===== config.mk =====
export PLATFORM = sky130hd
export DESIGN_NAME = csr_stage
export DESIGN_NICKNAME = d
export VERILOG_FILES = /design/src/csr_pkg.sv /design/src/csr_read_stage.sv /design/src/csr_regfile.sv /design/src/csr_trap_unit.sv /design/src/csr_stage.sv
export SDC_FILE = /design/constraint.sdc
export NUM_CORES = 1
export LEC_CHECK = 0
export ABC_AREA = 0
export ABC_CLOCK_PERIOD_IN_PS = 6300
export BUFFER_PORTS_ARGS = -buffer_cell sky130_fd_sc_hd__buf_2
export CORE_MARGIN = 2
export CORE_UTILIZATION = 59
export DETAILED_ROUTE_END_ITERATION = 8
export PLACE_DENSITY_LB_ADDON = 0.12
export SLEW_MARGIN = 20
export SYNTH_ARGS = -nofsm -noshare
export SYNTH_HDL_FRONTEND = slang
export SYNTH_SLANG_ARGS = --single-unit

===== constraint.sdc =====
create_clock -name clk -period 6.3 [get_ports clk]
set_clock_uncertainty 0.05 [all_clocks]
set_input_delay 1.26 -clock clk [delete_from_list [all_inputs] [get_ports clk]]
set_output_delay 1.26 -clock clk [all_outputs]
set_load 0.02 [all_outputs]

===== src/csr_pkg.sv =====
package csr_pkg;

    typedef logic [31:0] xlen_t;
    typedef logic [11:0] csr_addr_t;

    // CSR instruction opcodes as issued by decode
    typedef enum logic [2:0] {
        CSR_X     = 3'd0,
        CSR_W     = 3'd1,
        CSR_S     = 3'd2,
        CSR_C     = 3'd3,
        CSR_ECALL = 3'd4,
        CSR_MRET  = 3'd5
    } csr_cmd_e;

    typedef enum logic [1:0] {
        MODE_USER       = 2'b00,
        MODE_SUPERVISOR = 2'b01,
        MODE_MACHINE    = 2'b11
    } priv_mode_e;

    // Kinds of privilege state change
    typedef enum logic [2:0] {
        TRAP_NONE       = 3'd0,
        TRAP_MACHINE    = 3'd1,
        TRAP_SUPERVISOR = 3'd2,
        TRAP_MRET       = 3'd3,
        TRAP_ECALL      = 3'd4
    } trap_kind_e;

    // Counters
    localparam csr_addr_t ADDR_CYCLE      = 12'hc00;
    localparam csr_addr_t ADDR_TIME       = 12'hc01;
    localparam csr_addr_t ADDR_CYCLEH     = 12'hc80;
    localparam csr_addr_t ADDR_TIMEH      = 12'hc81;

    // Machine trap setup and handling
    localparam csr_addr_t ADDR_MSTATUS    = 12'h300;
    localparam csr_addr_t ADDR_MIDELEG    = 12'h303;
    localparam csr_addr_t ADDR_MIE        = 12'h304;
    localparam csr_addr_t ADDR_MTVEC      = 12'h305;
    localparam csr_addr_t ADDR_MCOUNTEREN = 12'h306;
    localparam csr_addr_t ADDR_MSCRATCH   = 12'h340;
    localparam csr_addr_t ADDR_MEPC       = 12'h341;
    localparam csr_addr_t ADDR_MCAUSE     = 12'h342;

    // Supervisor trap setup and handling
    localparam csr_addr_t ADDR_SSTATUS    = 12'h100;
    localparam csr_addr_t ADDR_SIE        = 12'h104;
    localparam csr_addr_t ADDR_STVEC      = 12'h105;
    localparam csr_addr_t ADDR_SCOUNTEREN = 12'h106;
    localparam csr_addr_t ADDR_SSCRATCH   = 12'h140;
    localparam csr_addr_t ADDR_SEPC       = 12'h141;
    localparam csr_addr_t ADDR_SCAUSE     = 12'h142;

    localparam xlen_t MCAUSE_M_TIMER   = 32'h8000_0007;
    localparam xlen_t SCAUSE_S_TIMER   = 32'h8000_0005;
    localparam xlen_t ECALL_CAUSE_BASE = 32'd8;

    typedef struct packed {
        csr_cmd_e  cmd;
        csr_addr_t addr;
        xlen_t     op1;
    } csr_req_t;

    typedef struct packed {
        logic      en;
        csr_addr_t addr;
        xlen_t     data;
    } csr_wr_t;

    typedef struct packed {
        trap_kind_e kind;
        xlen_t      cause;
        xlen_t      epc;
    } trap_upd_t;

    typedef struct packed {
        priv_mode_e mode;
        // mstatus fields
        logic       mie;
        logic       mpie;
        priv_mode_e mpp;
        logic       sie;
        logic       spie;
        logic       spp;
        logic       mprv;
        logic       mxr;
        logic       sum;
        logic       tsr;
        logic       tw;
        logic       tvm;
        logic       mie_mtie;
        logic       mie_stie;
        logic       mideleg_mtie;
        // Bit 0 cycle, bit 1 time, bit 2 instret
        logic [2:0] mcounteren;
        logic [2:0] scounteren;
        xlen_t      mtvec;
        xlen_t      mscratch;
        xlen_t      mepc;
        xlen_t      mcause;
        xlen_t      stvec;
        xlen_t      sscratch;
        xlen_t      sepc;
        xlen_t      scause;
    } csr_state_t;

endpackage


===== src/csr_read_stage.sv =====
`timescale 1ns/1ps

module csr_read_stage (
    input  logic                  clk,
    input  logic                  rst,
    input  logic                  wb_branch_hazard,
    input  csr_pkg::csr_cmd_e     csr_cmd,
    input  csr_pkg::xlen_t        op1_data,
    input  csr_pkg::xlen_t        imm_i,
    input  logic [63:0]           cycle_count,
    input  logic [63:0]           time_count,
    input  csr_pkg::csr_state_t   state,
    output csr_pkg::csr_req_t     req,
    output csr_pkg::csr_req_t     req_d,
    output csr_pkg::xlen_t        csr_rdata
);

    csr_pkg::xlen_t rdata_next;
    logic           cy_ok;
    logic           tm_ok;

    // Machine mode always, lower modes through the enable chain
    function automatic logic counter_ok(
        input csr_pkg::priv_mode_e mode,
        input logic                m_en,
        input logic                s_en
    );
        logic ok;
        ok = (mode == csr_pkg::MODE_MACHINE) ||
             (m_en && (mode == csr_pkg::MODE_SUPERVISOR ||
                       (mode == csr_pkg::MODE_USER && s_en)));
        return ok;
    endfunction

    // Hazard turns the command into a no-op reading an unmapped address
    always_comb begin
        if (wb_branch_hazard) begin
            req.cmd  = csr_pkg::CSR_X;
            req.addr = '1;
            req.op1  = '1;
        end else begin
            req.cmd  = csr_cmd;
            req.addr = imm_i[11:0];
            req.op1  = op1_data;
        end
    end

    assign cy_ok = counter_ok(state.mode, state.mcounteren[0], state.scounteren[0]);
    assign tm_ok = counter_ok(state.mode, state.mcounteren[1], state.scounteren[1]);

    always_comb begin
        case (req.addr)
            csr_pkg::ADDR_CYCLE:      rdata_next = cy_ok ? cycle_count[31:0] : '0;
            csr_pkg::ADDR_TIME:       rdata_next = tm_ok ? time_count[31:0] : '0;
            csr_pkg::ADDR_CYCLEH:     rdata_next = cy_ok ? cycle_count[63:32] : '0;
            csr_pkg::ADDR_TIMEH:      rdata_next = tm_ok ? time_count[63:32] : '0;
            csr_pkg::ADDR_MSTATUS: begin
                rdata_next = {9'b0, state.tsr, state.tw, state.tvm, state.mxr,
                              state.sum, state.mprv, 4'b0, state.mpp, 2'b0,
                              state.spp, state.mpie, 1'b0, state.spie, 1'b0,
                              state.mie, 1'b0, state.sie, 1'b0};
            end
            csr_pkg::ADDR_MIDELEG:    rdata_next = {24'b0, state.mideleg_mtie, 7'b0};
            csr_pkg::ADDR_MIE:        rdata_next = {24'b0, state.mie_mtie, 1'b0,
                                                    state.mie_stie, 5'b0};
            csr_pkg::ADDR_MTVEC:      rdata_next = state.mtvec;
            csr_pkg::ADDR_MCOUNTEREN: rdata_next = {29'b0, state.mcounteren};
            csr_pkg::ADDR_MSCRATCH:   rdata_next = state.mscratch;
            csr_pkg::ADDR_MEPC:       rdata_next = state.mepc;
            csr_pkg::ADDR_MCAUSE:     rdata_next = state.mcause;
            // Supervisor view of mstatus
            csr_pkg::ADDR_SSTATUS: begin
                rdata_next = {12'b0, state.mxr, state.sum, 9'b0, state.spp,
                              2'b0, state.spie, 3'b0, state.sie, 1'b0};
            end
            csr_pkg::ADDR_SIE:        rdata_next = {26'b0, state.mie_stie, 5'b0};
            csr_pkg::ADDR_STVEC:      rdata_next = state.stvec;
            csr_pkg::ADDR_SCOUNTEREN: rdata_next = {29'b0, state.scounteren};
            csr_pkg::ADDR_SSCRATCH:   rdata_next = state.sscratch;
            csr_pkg::ADDR_SEPC:       rdata_next = state.sepc;
            csr_pkg::ADDR_SCAUSE:     rdata_next = state.scause;
            default:                  rdata_next = '0;
        endcase
    end

    always_ff @(posedge clk) begin
        if (rst) begin
            csr_rdata <= '0;
            req_d     <= '0;
        end else begin
            csr_rdata <= rdata_next;
            req_d     <= req;
        end
    end

endmodule


===== src/csr_regfile.sv =====
`timescale 1ns/1ps

module csr_regfile #(
    parameter csr_pkg::xlen_t MTVEC_RESET = '0
) (
    input  logic                  clk,
    input  logic                  rst,
    input  csr_pkg::csr_wr_t      wr,
    input  csr_pkg::trap_upd_t    trap,
    output csr_pkg::csr_state_t   state
);

    always_ff @(posedge clk) begin
        if (rst) begin
            state       <= '0;
            state.mode  <= csr_pkg::MODE_MACHINE;
            state.mpp   <= csr_pkg::MODE_MACHINE;
            state.mtvec <= MTVEC_RESET;
        end else begin
            // Privilege transitions first
            case (trap.kind)
                csr_pkg::TRAP_MACHINE: begin
                    state.mpp    <= state.mode;
                    state.mpie   <= state.mie;
                    state.mie    <= 1'b0;
                    state.mcause <= trap.cause;
                    state.mepc   <= trap.epc;
                    state.mode   <= csr_pkg::MODE_MACHINE;
                end
                csr_pkg::TRAP_SUPERVISOR: begin
                    state.spp    <= state.mode[0];
                    state.spie   <= state.sie;
                    state.sie    <= 1'b0;
                    state.scause <= trap.cause;
                    state.sepc   <= trap.epc;
                    state.mode   <= csr_pkg::MODE_SUPERVISOR;
                end
                csr_pkg::TRAP_ECALL: begin
                    state.mcause <= trap.cause;
                    state.mode   <= csr_pkg::MODE_MACHINE;
                end
                csr_pkg::TRAP_MRET: begin
                    state.mode <= state.mpp;
                    state.mpp  <= csr_pkg::MODE_USER;
                    state.mie  <= state.mpie;
                    // Leaving machine mode drops modified privilege
                    if (state.mpp != csr_pkg::MODE_MACHINE) begin
                        state.mprv <= 1'b0;
                    end
                end
                default: begin
                end
            endcase

            // Later assignment wins on a shared field
            if (wr.en) begin
                case (wr.addr)
                    csr_pkg::ADDR_MSTATUS: begin
                        state.tsr  <= wr.data[22];
                        state.tw   <= wr.data[21];
                        state.tvm  <= wr.data[20];
                        state.mxr  <= wr.data[19];
                        state.sum  <= wr.data[18];
                        state.mprv <= wr.data[17];
                        state.mpp  <= csr_pkg::priv_mode_e'(wr.data[12:11]);
                        state.spp  <= wr.data[8];
                        state.mpie <= wr.data[7];
                        state.spie <= wr.data[5];
                        state.mie  <= wr.data[3];
                        state.sie  <= wr.data[1];
                    end
                    csr_pkg::ADDR_MIDELEG:    state.mideleg_mtie <= wr.data[7];
                    csr_pkg::ADDR_MIE: begin
                        state.mie_mtie <= wr.data[7];
                        state.mie_stie <= wr.data[5];
                    end
                    csr_pkg::ADDR_MTVEC:      state.mtvec      <= wr.data;
                    csr_pkg::ADDR_MCOUNTEREN: state.mcounteren <= wr.data[2:0];
                    csr_pkg::ADDR_MSCRATCH:   state.mscratch   <= wr.data;
                    csr_pkg::ADDR_MEPC:       state.mepc       <= wr.data;
                    csr_pkg::ADDR_MCAUSE:     state.mcause     <= wr.data;
                    // Supervisor subset of mstatus only
                    csr_pkg::ADDR_SSTATUS: begin
                        state.mxr  <= wr.data[19];
                        state.sum  <= wr.data[18];
                        state.spp  <= wr.data[8];
                        state.spie <= wr.data[5];
                        state.sie  <= wr.data[1];
                    end
                    csr_pkg::ADDR_SIE:        state.mie_stie   <= wr.data[5];
                    csr_pkg::ADDR_STVEC:      state.stvec      <= wr.data;
                    csr_pkg::ADDR_SCOUNTEREN: state.scounteren <= wr.data[2:0];
                    csr_pkg::ADDR_SSCRATCH:   state.sscratch   <= wr.data;
                    csr_pkg::ADDR_SEPC:       state.sepc       <= wr.data;
                    csr_pkg::ADDR_SCAUSE:     state.scause     <= wr.data;
                    // Counters are read only
                    default: begin
                    end
                endcase
            end
        end
    end

endmodule


===== src/csr_trap_unit.sv =====
`timescale 1ns/1ps

module csr_trap_unit (
    input  logic                  clk,
    input  logic                  rst,
    input  csr_pkg::csr_req_t     req,
    input  csr_pkg::csr_req_t     req_d,
    input  csr_pkg::xlen_t        csr_rdata,
    input  csr_pkg::csr_state_t   state,
    input  logic [63:0]           mtime,
    input  logic [63:0]           mtimecmp,
    input  logic                  interrupt_ready,
    input  csr_pkg::xlen_t        if_pc,
    output csr_pkg::csr_wr_t      wr,
    output csr_pkg::trap_upd_t    trap,
    output csr_pkg::csr_cmd_e     out_csr_cmd,
    output csr_pkg::xlen_t        trap_vector,
    output logic                  stall_may_interrupt
);

    logic           m_timer_en;
    logic           s_timer_en;
    logic           take_timer;
    logic           load_vector;
    csr_pkg::xlen_t vector_next;

    assign m_timer_en = state.mode == csr_pkg::MODE_MACHINE && state.mie_mtie &&
                        !state.mideleg_mtie && state.mie;
    assign s_timer_en = state.mode == csr_pkg::MODE_SUPERVISOR && state.mie_stie &&
                        state.sie;

    // Early warning so the front end can drain
    assign stall_may_interrupt = (mtime >= mtimecmp) && (m_timer_en || s_timer_en);
    assign take_timer = stall_may_interrupt && interrupt_ready;

    always_comb begin
        trap        = '0;
        load_vector = 1'b0;
        vector_next = state.mtvec;
        if (take_timer) begin
            load_vector = 1'b1;
            trap.epc    = if_pc;
            // Supervisor takes it only when delegated
            if (state.mode == csr_pkg::MODE_SUPERVISOR && state.mideleg_mtie) begin
                trap.kind   = csr_pkg::TRAP_SUPERVISOR;
                trap.cause  = csr_pkg::SCAUSE_S_TIMER;
                vector_next = state.stvec;
            end else begin
                trap.kind  = csr_pkg::TRAP_MACHINE;
                trap.cause = csr_pkg::MCAUSE_M_TIMER;
            end
        end else begin
            case (req.cmd)
                csr_pkg::CSR_ECALL: begin
                    load_vector = 1'b1;
                    trap.kind   = csr_pkg::TRAP_ECALL;
                    trap.cause  = csr_pkg::ECALL_CAUSE_BASE + {30'b0, state.mode};
                end
                csr_pkg::CSR_MRET: begin
                    load_vector = 1'b1;
                    trap.kind   = csr_pkg::TRAP_MRET;
                    vector_next = state.mepc;
                end
                default: begin
                end
            endcase
        end
    end

    // Write-back of the previous command
    always_comb begin
        wr.addr = req_d.addr;
        case (req_d.cmd)
            csr_pkg::CSR_W: begin
                wr.en   = 1'b1;
                wr.data = req_d.op1;
            end
            csr_pkg::CSR_S: begin
                wr.en   = 1'b1;
                wr.data = csr_rdata | req_d.op1;
            end
            csr_pkg::CSR_C: begin
                wr.en   = 1'b1;
                wr.data = csr_rdata & ~req_d.op1;
            end
            default: begin
                wr.en   = 1'b0;
                wr.data = '0;
            end
        endcase
    end

    always_ff @(posedge clk) begin
        if (rst) begin
            out_csr_cmd <= csr_pkg::CSR_X;
            // Regfile holds the reset vector in mtvec
            trap_vector <= state.mtvec;
        end else begin
            out_csr_cmd <= take_timer ? csr_pkg::CSR_ECALL : req.cmd;
            if (load_vector) begin
                trap_vector <= vector_next;
            end
        end
    end

endmodule


===== src/csr_stage.sv =====
`timescale 1ns/1ps

module csr_stage #(
    parameter csr_pkg::xlen_t MTVEC_RESET = '0
) (
    input  logic                clk,
    input  logic                rst,
    input  logic [63:0]         cycle_count,
    input  logic [63:0]         time_count,
    input  logic [63:0]         mtime,
    input  logic [63:0]         mtimecmp,
    input  logic                wb_branch_hazard,
    input  csr_pkg::csr_cmd_e   csr_cmd,
    input  csr_pkg::xlen_t      op1_data,
    input  csr_pkg::xlen_t      imm_i,
    input  logic                interrupt_ready,
    input  csr_pkg::xlen_t      if_pc,
    output csr_pkg::csr_cmd_e   out_csr_cmd,
    output csr_pkg::xlen_t      csr_rdata,
    output csr_pkg::xlen_t      trap_vector,
    output logic                stall_may_interrupt
);

    csr_pkg::csr_req_t   req;
    csr_pkg::csr_req_t   req_d;
    csr_pkg::csr_state_t state;
    csr_pkg::csr_wr_t    wr;
    csr_pkg::trap_upd_t  trap;

    csr_read_stage i_read (
        .clk              (clk),
        .rst              (rst),
        .wb_branch_hazard (wb_branch_hazard),
        .csr_cmd          (csr_cmd),
        .op1_data         (op1_data),
        .imm_i            (imm_i),
        .cycle_count      (cycle_count),
        .time_count       (time_count),
        .state            (state),
        .req              (req),
        .req_d            (req_d),
        .csr_rdata        (csr_rdata)
    );

    csr_regfile #(
        .MTVEC_RESET (MTVEC_RESET)
    ) i_regfile (
        .clk   (clk),
        .rst   (rst),
        .wr    (wr),
        .trap  (trap),
        .state (state)
    );

    csr_trap_unit i_trap (
        .clk                 (clk),
        .rst                 (rst),
        .req                 (req),
        .req_d               (req_d),
        .csr_rdata           (csr_rdata),
        .state               (state),
        .mtime               (mtime),
        .mtimecmp            (mtimecmp),
        .interrupt_ready     (interrupt_ready),
        .if_pc               (if_pc),
        .wr                  (wr),
        .trap                (trap),
        .out_csr_cmd         (out_csr_cmd),
        .trap_vector         (trap_vector),
        .stall_may_interrupt (stall_may_interrupt)
    );

endmodule


After elaboration in Yosys (flattened, before gate mapping)
Index checks and enable logic that the tools add are counted.

$add $sub $neg: 1. $lt $le $gt $ge: 1. Equal/unequal tests: 46. Muxes and demuxes: 50. Bitwise logic cells: 3. Reductions and logical operators: 38.

Operator list (number): 2-to-1 mux 32 bit (21); one-hot mux 32 bit (19 select lines) (1); 2-to-1 mux 278 bit (1); == test 12 x 10 -> 1 bit, second input constant (16); == test 12 x 9 -> 1 bit, second input constant (14); one-hot mux 32 bit (3 select lines) (1); greater-or-equal comparator 64 bit (1); 2-to-1 mux 64 bit (1); == test 12 bit, second input constant (4); 2-to-1 mux 47 bit (1); 2-to-1 mux 35 bit (1); 2-to-1 mux 34 bit (1); AND 32 bit (1); NOT 32 bit (1); OR 32 bit (1); AND reduction 2 bit (11); 2-to-1 mux 3 bit (6); == test 3 x 2 -> 1 bit, second input constant (4); logical AND 1 bit (12); 2-to-1 mux 1 bit (10); OR reduction 2 bit (5); == test 3 bit, second input constant (3); == test 3 x 1 -> 1 bit, second input constant (2); one-hot mux 2 bit (3 select lines) (1); other kinds (15) (19).

Register bits: 394. Output and inout port bits: 68. Word-level logic and storage cells: 172.

Depth between registers and ports, before layout
Word-level depth: 13. Gate-level depth with buffers: 14.

Hierarchy
From an unflattened synthesis, not the netlist that was laid out.

Cells, all modules: 2497. Area total of the unflattened synthesis: 22293.9 um^2.

By module, submodules not included: csr_regfile (times used 1, cells an instance 1227, area an instance 11554.8 um^2, seq. area each 5605.4 um^2); csr_read_stage (times used 1, cells an instance 611, area an instance 5582.9 um^2, seq. area each 1581.5 um^2); csr_trap_unit (times used 1, cells an instance 659, area an instance 5156.2 um^2, seq. area each 1021.0 um^2).

Worst setup path before layout
Ideal clock, no wire load.

Kind: input to output. From: input port mtimecmp[55]. To: output port stall_may_interrupt. Data arrival time: 3004 ps. Data required time: 4990 ps. Path slack: 1986 ps. Stages: 8. Buffers on the path: 0. Cell sequence: inv_1 > ha_1 > nand2_1 > nor2_2 > nand4_4 > a2111oi_1 > a21oi_4 > a31oi_1.

Word-level cells in the longest chain between the ends: 2.

RTL lines: start, declared (line csr_stage.sv:11) `input logic [63:0] mtimecmp,`; greater-or-equal comparator 64 bit (line csr_trap_unit.sv:33) `assign stall_may_interrupt = (mtime >= mtimecmp) && (m_timer_en || s_timer_en);`; logical AND 1 bit (line csr_trap_unit.sv:33); end, declared (line csr_stage.sv:21) `output logic stall_may_interrupt`.

Every way passes these cells.

Worst setup path in the final report
From: input port mtimecmp[14]. To: output port stall_may_interrupt.

Same word-level chain as after synthesis.

==> results.txt <==
most frequent cells in the layout - buf_2 (405), dfxtp_1 (362), nor2_1 (355)
final non-filler cell total - 2796
vias - 18281
Final TNS setup - 0 ns
final antenna-violating net count - 0
Area growth, synth to finish - 18.91%
Post-Synthesis Cell Area - 18390 um2
CP peak stage delay - 0.37 ns
PnR Total Power - 0.005243 W
worst slew pin tran - 1.145 ns
first drt pass iteration count - 9
Synth area leaders - dfxtp_1 (39%), nor2_1 (7.4%), a211oi_1 (5.8%), edfxtp_1 (5.2%), mux2i_1 (5.2%)
initial antenna violation count - 5
Vias/cell - 6.538
FP Rows - 64
Routed WL per cell - 23.51 um
Startpoint Class - input port
register area - 8208 um2
leakage - 8.882 nW
pre-CTS setup slack - 1.566 ns
CP bufs+invs - 3
largest net degree at the start of global routing - 119
RSZ-0062 raised after global routing - false
post-CTS resize count - 0
H-tree Lvls - 2
Hold Path Class - reg -> reg
WP data required - 4.99 ns
status - complete, but fails checks
grt ovf - 0
share of cells above drive strength 1 - 22.20%
1st-iter DRT viols - 2505
Post-CTS Repair Setup Buffers - 0
clk root buf - clkbuf_16
GRT Total Usage - 38.79%
Starting Density - 59.97%
Multi-input gate area - 9290 um2
DP Wirelength - 42.44 mm
PortBufs - 406
clk_lat worst skew - 0.55 ns
fmax - 219.7 MHz
final hold viol count - 0
YS warnings - 0
hold_buf cts - 0
DIE AREA - 32600 um2
CP Cell Sequence - buf_2 > inv_1 > ha_1 > nand4_1 > nor4_1 > o211ai_1 > o211ai_1 > nand4_1 > a31oi_1 > buf_2
Tmin final - 4.552 ns
die height - 180.6 um
commonest non-fill, non-tap cell in the layout - buf_2
Netlist cell types - 73
crit-path leading delay family - simple AND/OR/NAND/NOR gates
Peak VDD IR - 187.4 uV
Post-synth EDFFs - 32
number of global-route vias before repair - 17711
Placed Instances - 2724
Synth async-reset ratio - 0%
I/O pin count - 427
crit path DAT - 3.24 ns
# setup viols final - 0
Power Density - 239.8 nW/um2
Worst Slack Setup Final - 1.748 ns
Max transition margin - 23.66%
nets - 2793
fraction of the yosys area taken by sequential cells - 44.63%
Final period util - 72.25%
post-synthesis cell count - 2048
fillers - 2411
Synth top area share - 39.40%
ys flop type - dfxtp_1
Syn Area/Cell - 8.980 um2
Slew Limit Fails - 0
number of synthesized register bits - 394
Critical-path top delay cell - nor4_1
overall routed net length - 65.73 mm
# DRC - 4
Max Root-Sink Buffers - 3
Setup CP Type - in -> out
Die W - 180.6 um
Inserted Clock Buffers - 40
failing checks - DRC
routability cong. - 0.9348
Yosys top cell by area - dfxtp_1
max-cap viol count - 0
Core Box Area - 30670 um2
Worst Setup End Kind - output port
crit-path max FO - 3
Syn Nets - 2471
clock sink count - 394
clock-pin slew on the worst setup and hold paths - 0.06 ns
global-route wire length before repair - 99.50 mm
TritonCTS clock tree - yes
## power breakdown
part | total [W] | leakage (nW) | internal (W) | switching [W]
clock | 0.00225 | 0.589 | 0.00126 | 0.000988
combinational | 0.000419 | 5.03 | 0.000162 | 0.000257
sequential | 0.00257 | 3.27 | 0.00255 | 0.0000195
## flip-flops by register name, indices dropped and copies added, names as in the netlist
| name | count |
|---|---|
| i_regfile.state | 280 |
| i_read.req_d | 47 |
| i_read.csr_rdata | 32 |
| i_trap.trap_vector | 32 |
| i_trap.out_csr_cmd | 3 |
## final timing paths
check | startpoint | endpoint | slack, ns | depth (start not counted)
max | mtimecmp[14] | stall_may_interrupt | 1.75 | 10
min | i_regfile.state[146]$_SDFF_PP0_ | i_regfile.state[146]$_SDFF_PP0_ | 0.42 | 1
max reg2reg | i_read.req_d[46]$_SDFF_PP0_ | i_regfile.state[235]$_SDFFE_PP0P_ | 2.57 | 9
min reg2reg | i_regfile.state[146]$_SDFF_PP0_ | i_regfile.state[146]$_SDFF_PP0_ | 0.42 | 1
## Yosys cell counts, types with 4 or more instances
cell	instances
a211oi_1	142
a21boi_0	4
a21o_1	38
a21oi_1	64
a221o_1	7
a221oi_1	46
a222oi_1	53
a22o_1	68
a311oi_1	6
a31oi_1	36
a41oi_1	29
and2_1	12
buf_1	17
buf_2	15
buf_4	9
buf_6	5
clkbuf_1	114
dfxtp_1	362
edfxtp_1	32
ha_1	64
inv_1	89
mux2i_1	95
nand2_1	139
nand2b_1	9
nand3_1	13
nand4_1	10
nor2_1	361
nor2_2	5
nor2b_1	8
nor3_1	11
nor3b_1	4
nor4_1	7
o21a_1	6
o21ai_0	47
o22ai_1	62
or3_1	4
## per-layer routing
| metal | vias up | global-route usage, % | share of wire (%) |
|---|---|---|---|
| met1 | 8427 | 49.56 | 37 |
| met4 | 4 | 16.87 | 4.5 |
| met3 | 242 | 9.883 | 13 |
| met5 | - | 0.8889 | 0.067 |
| met2 | 1366 | 62.14 | 45 |
| li1 | 8242 | - | - |
## logic make-up (layout without fill, tap and decap cells)
logic type / after synthesis / in the layout / synth area share [%]
buf+inv: 249 / 597 / 5.572
fa+ha+maj: 64 / 64 / 4.354
flops: 394 / 394 / 44.63
compound gates: 630 / 630 / 25.62
mux: 95 / 95 / 5.170
simple gates: 615 / 615 / 14.61
other cells: 0 / 4 / 0
xor+xnor: 1 / 1 / 0.04763
## cell type report
cell class | instances | share of cell area (%)
multi-input cells | 1405 | 42.48
flip-flops and latches | 394 | 37.53
repair buffers | 440 | 10.66
clock buffers | 62 | 5.281
well taps | 396 | 2.266
inverters | 89 | 1.528
clock inverters | 6 | 0.2060
diodes | 4 | 0.04577
## stage by stage
step | hold slack, ns | cell area, um2 | util [%]
final | 0.4200 | 21870 | 71.30
after detailed placement | 0.4013 | 20650 | 67.33
after global placement | 0.3864 | 20650 | 67.33
after CTS | 0.4187 | 21850 | 71.24
after global routing | 0.4431 | 21870 | 71.30
after floorplan | 0.3753 | 18390 | -
Note: power is estimated with default switching activity, not from simulation.
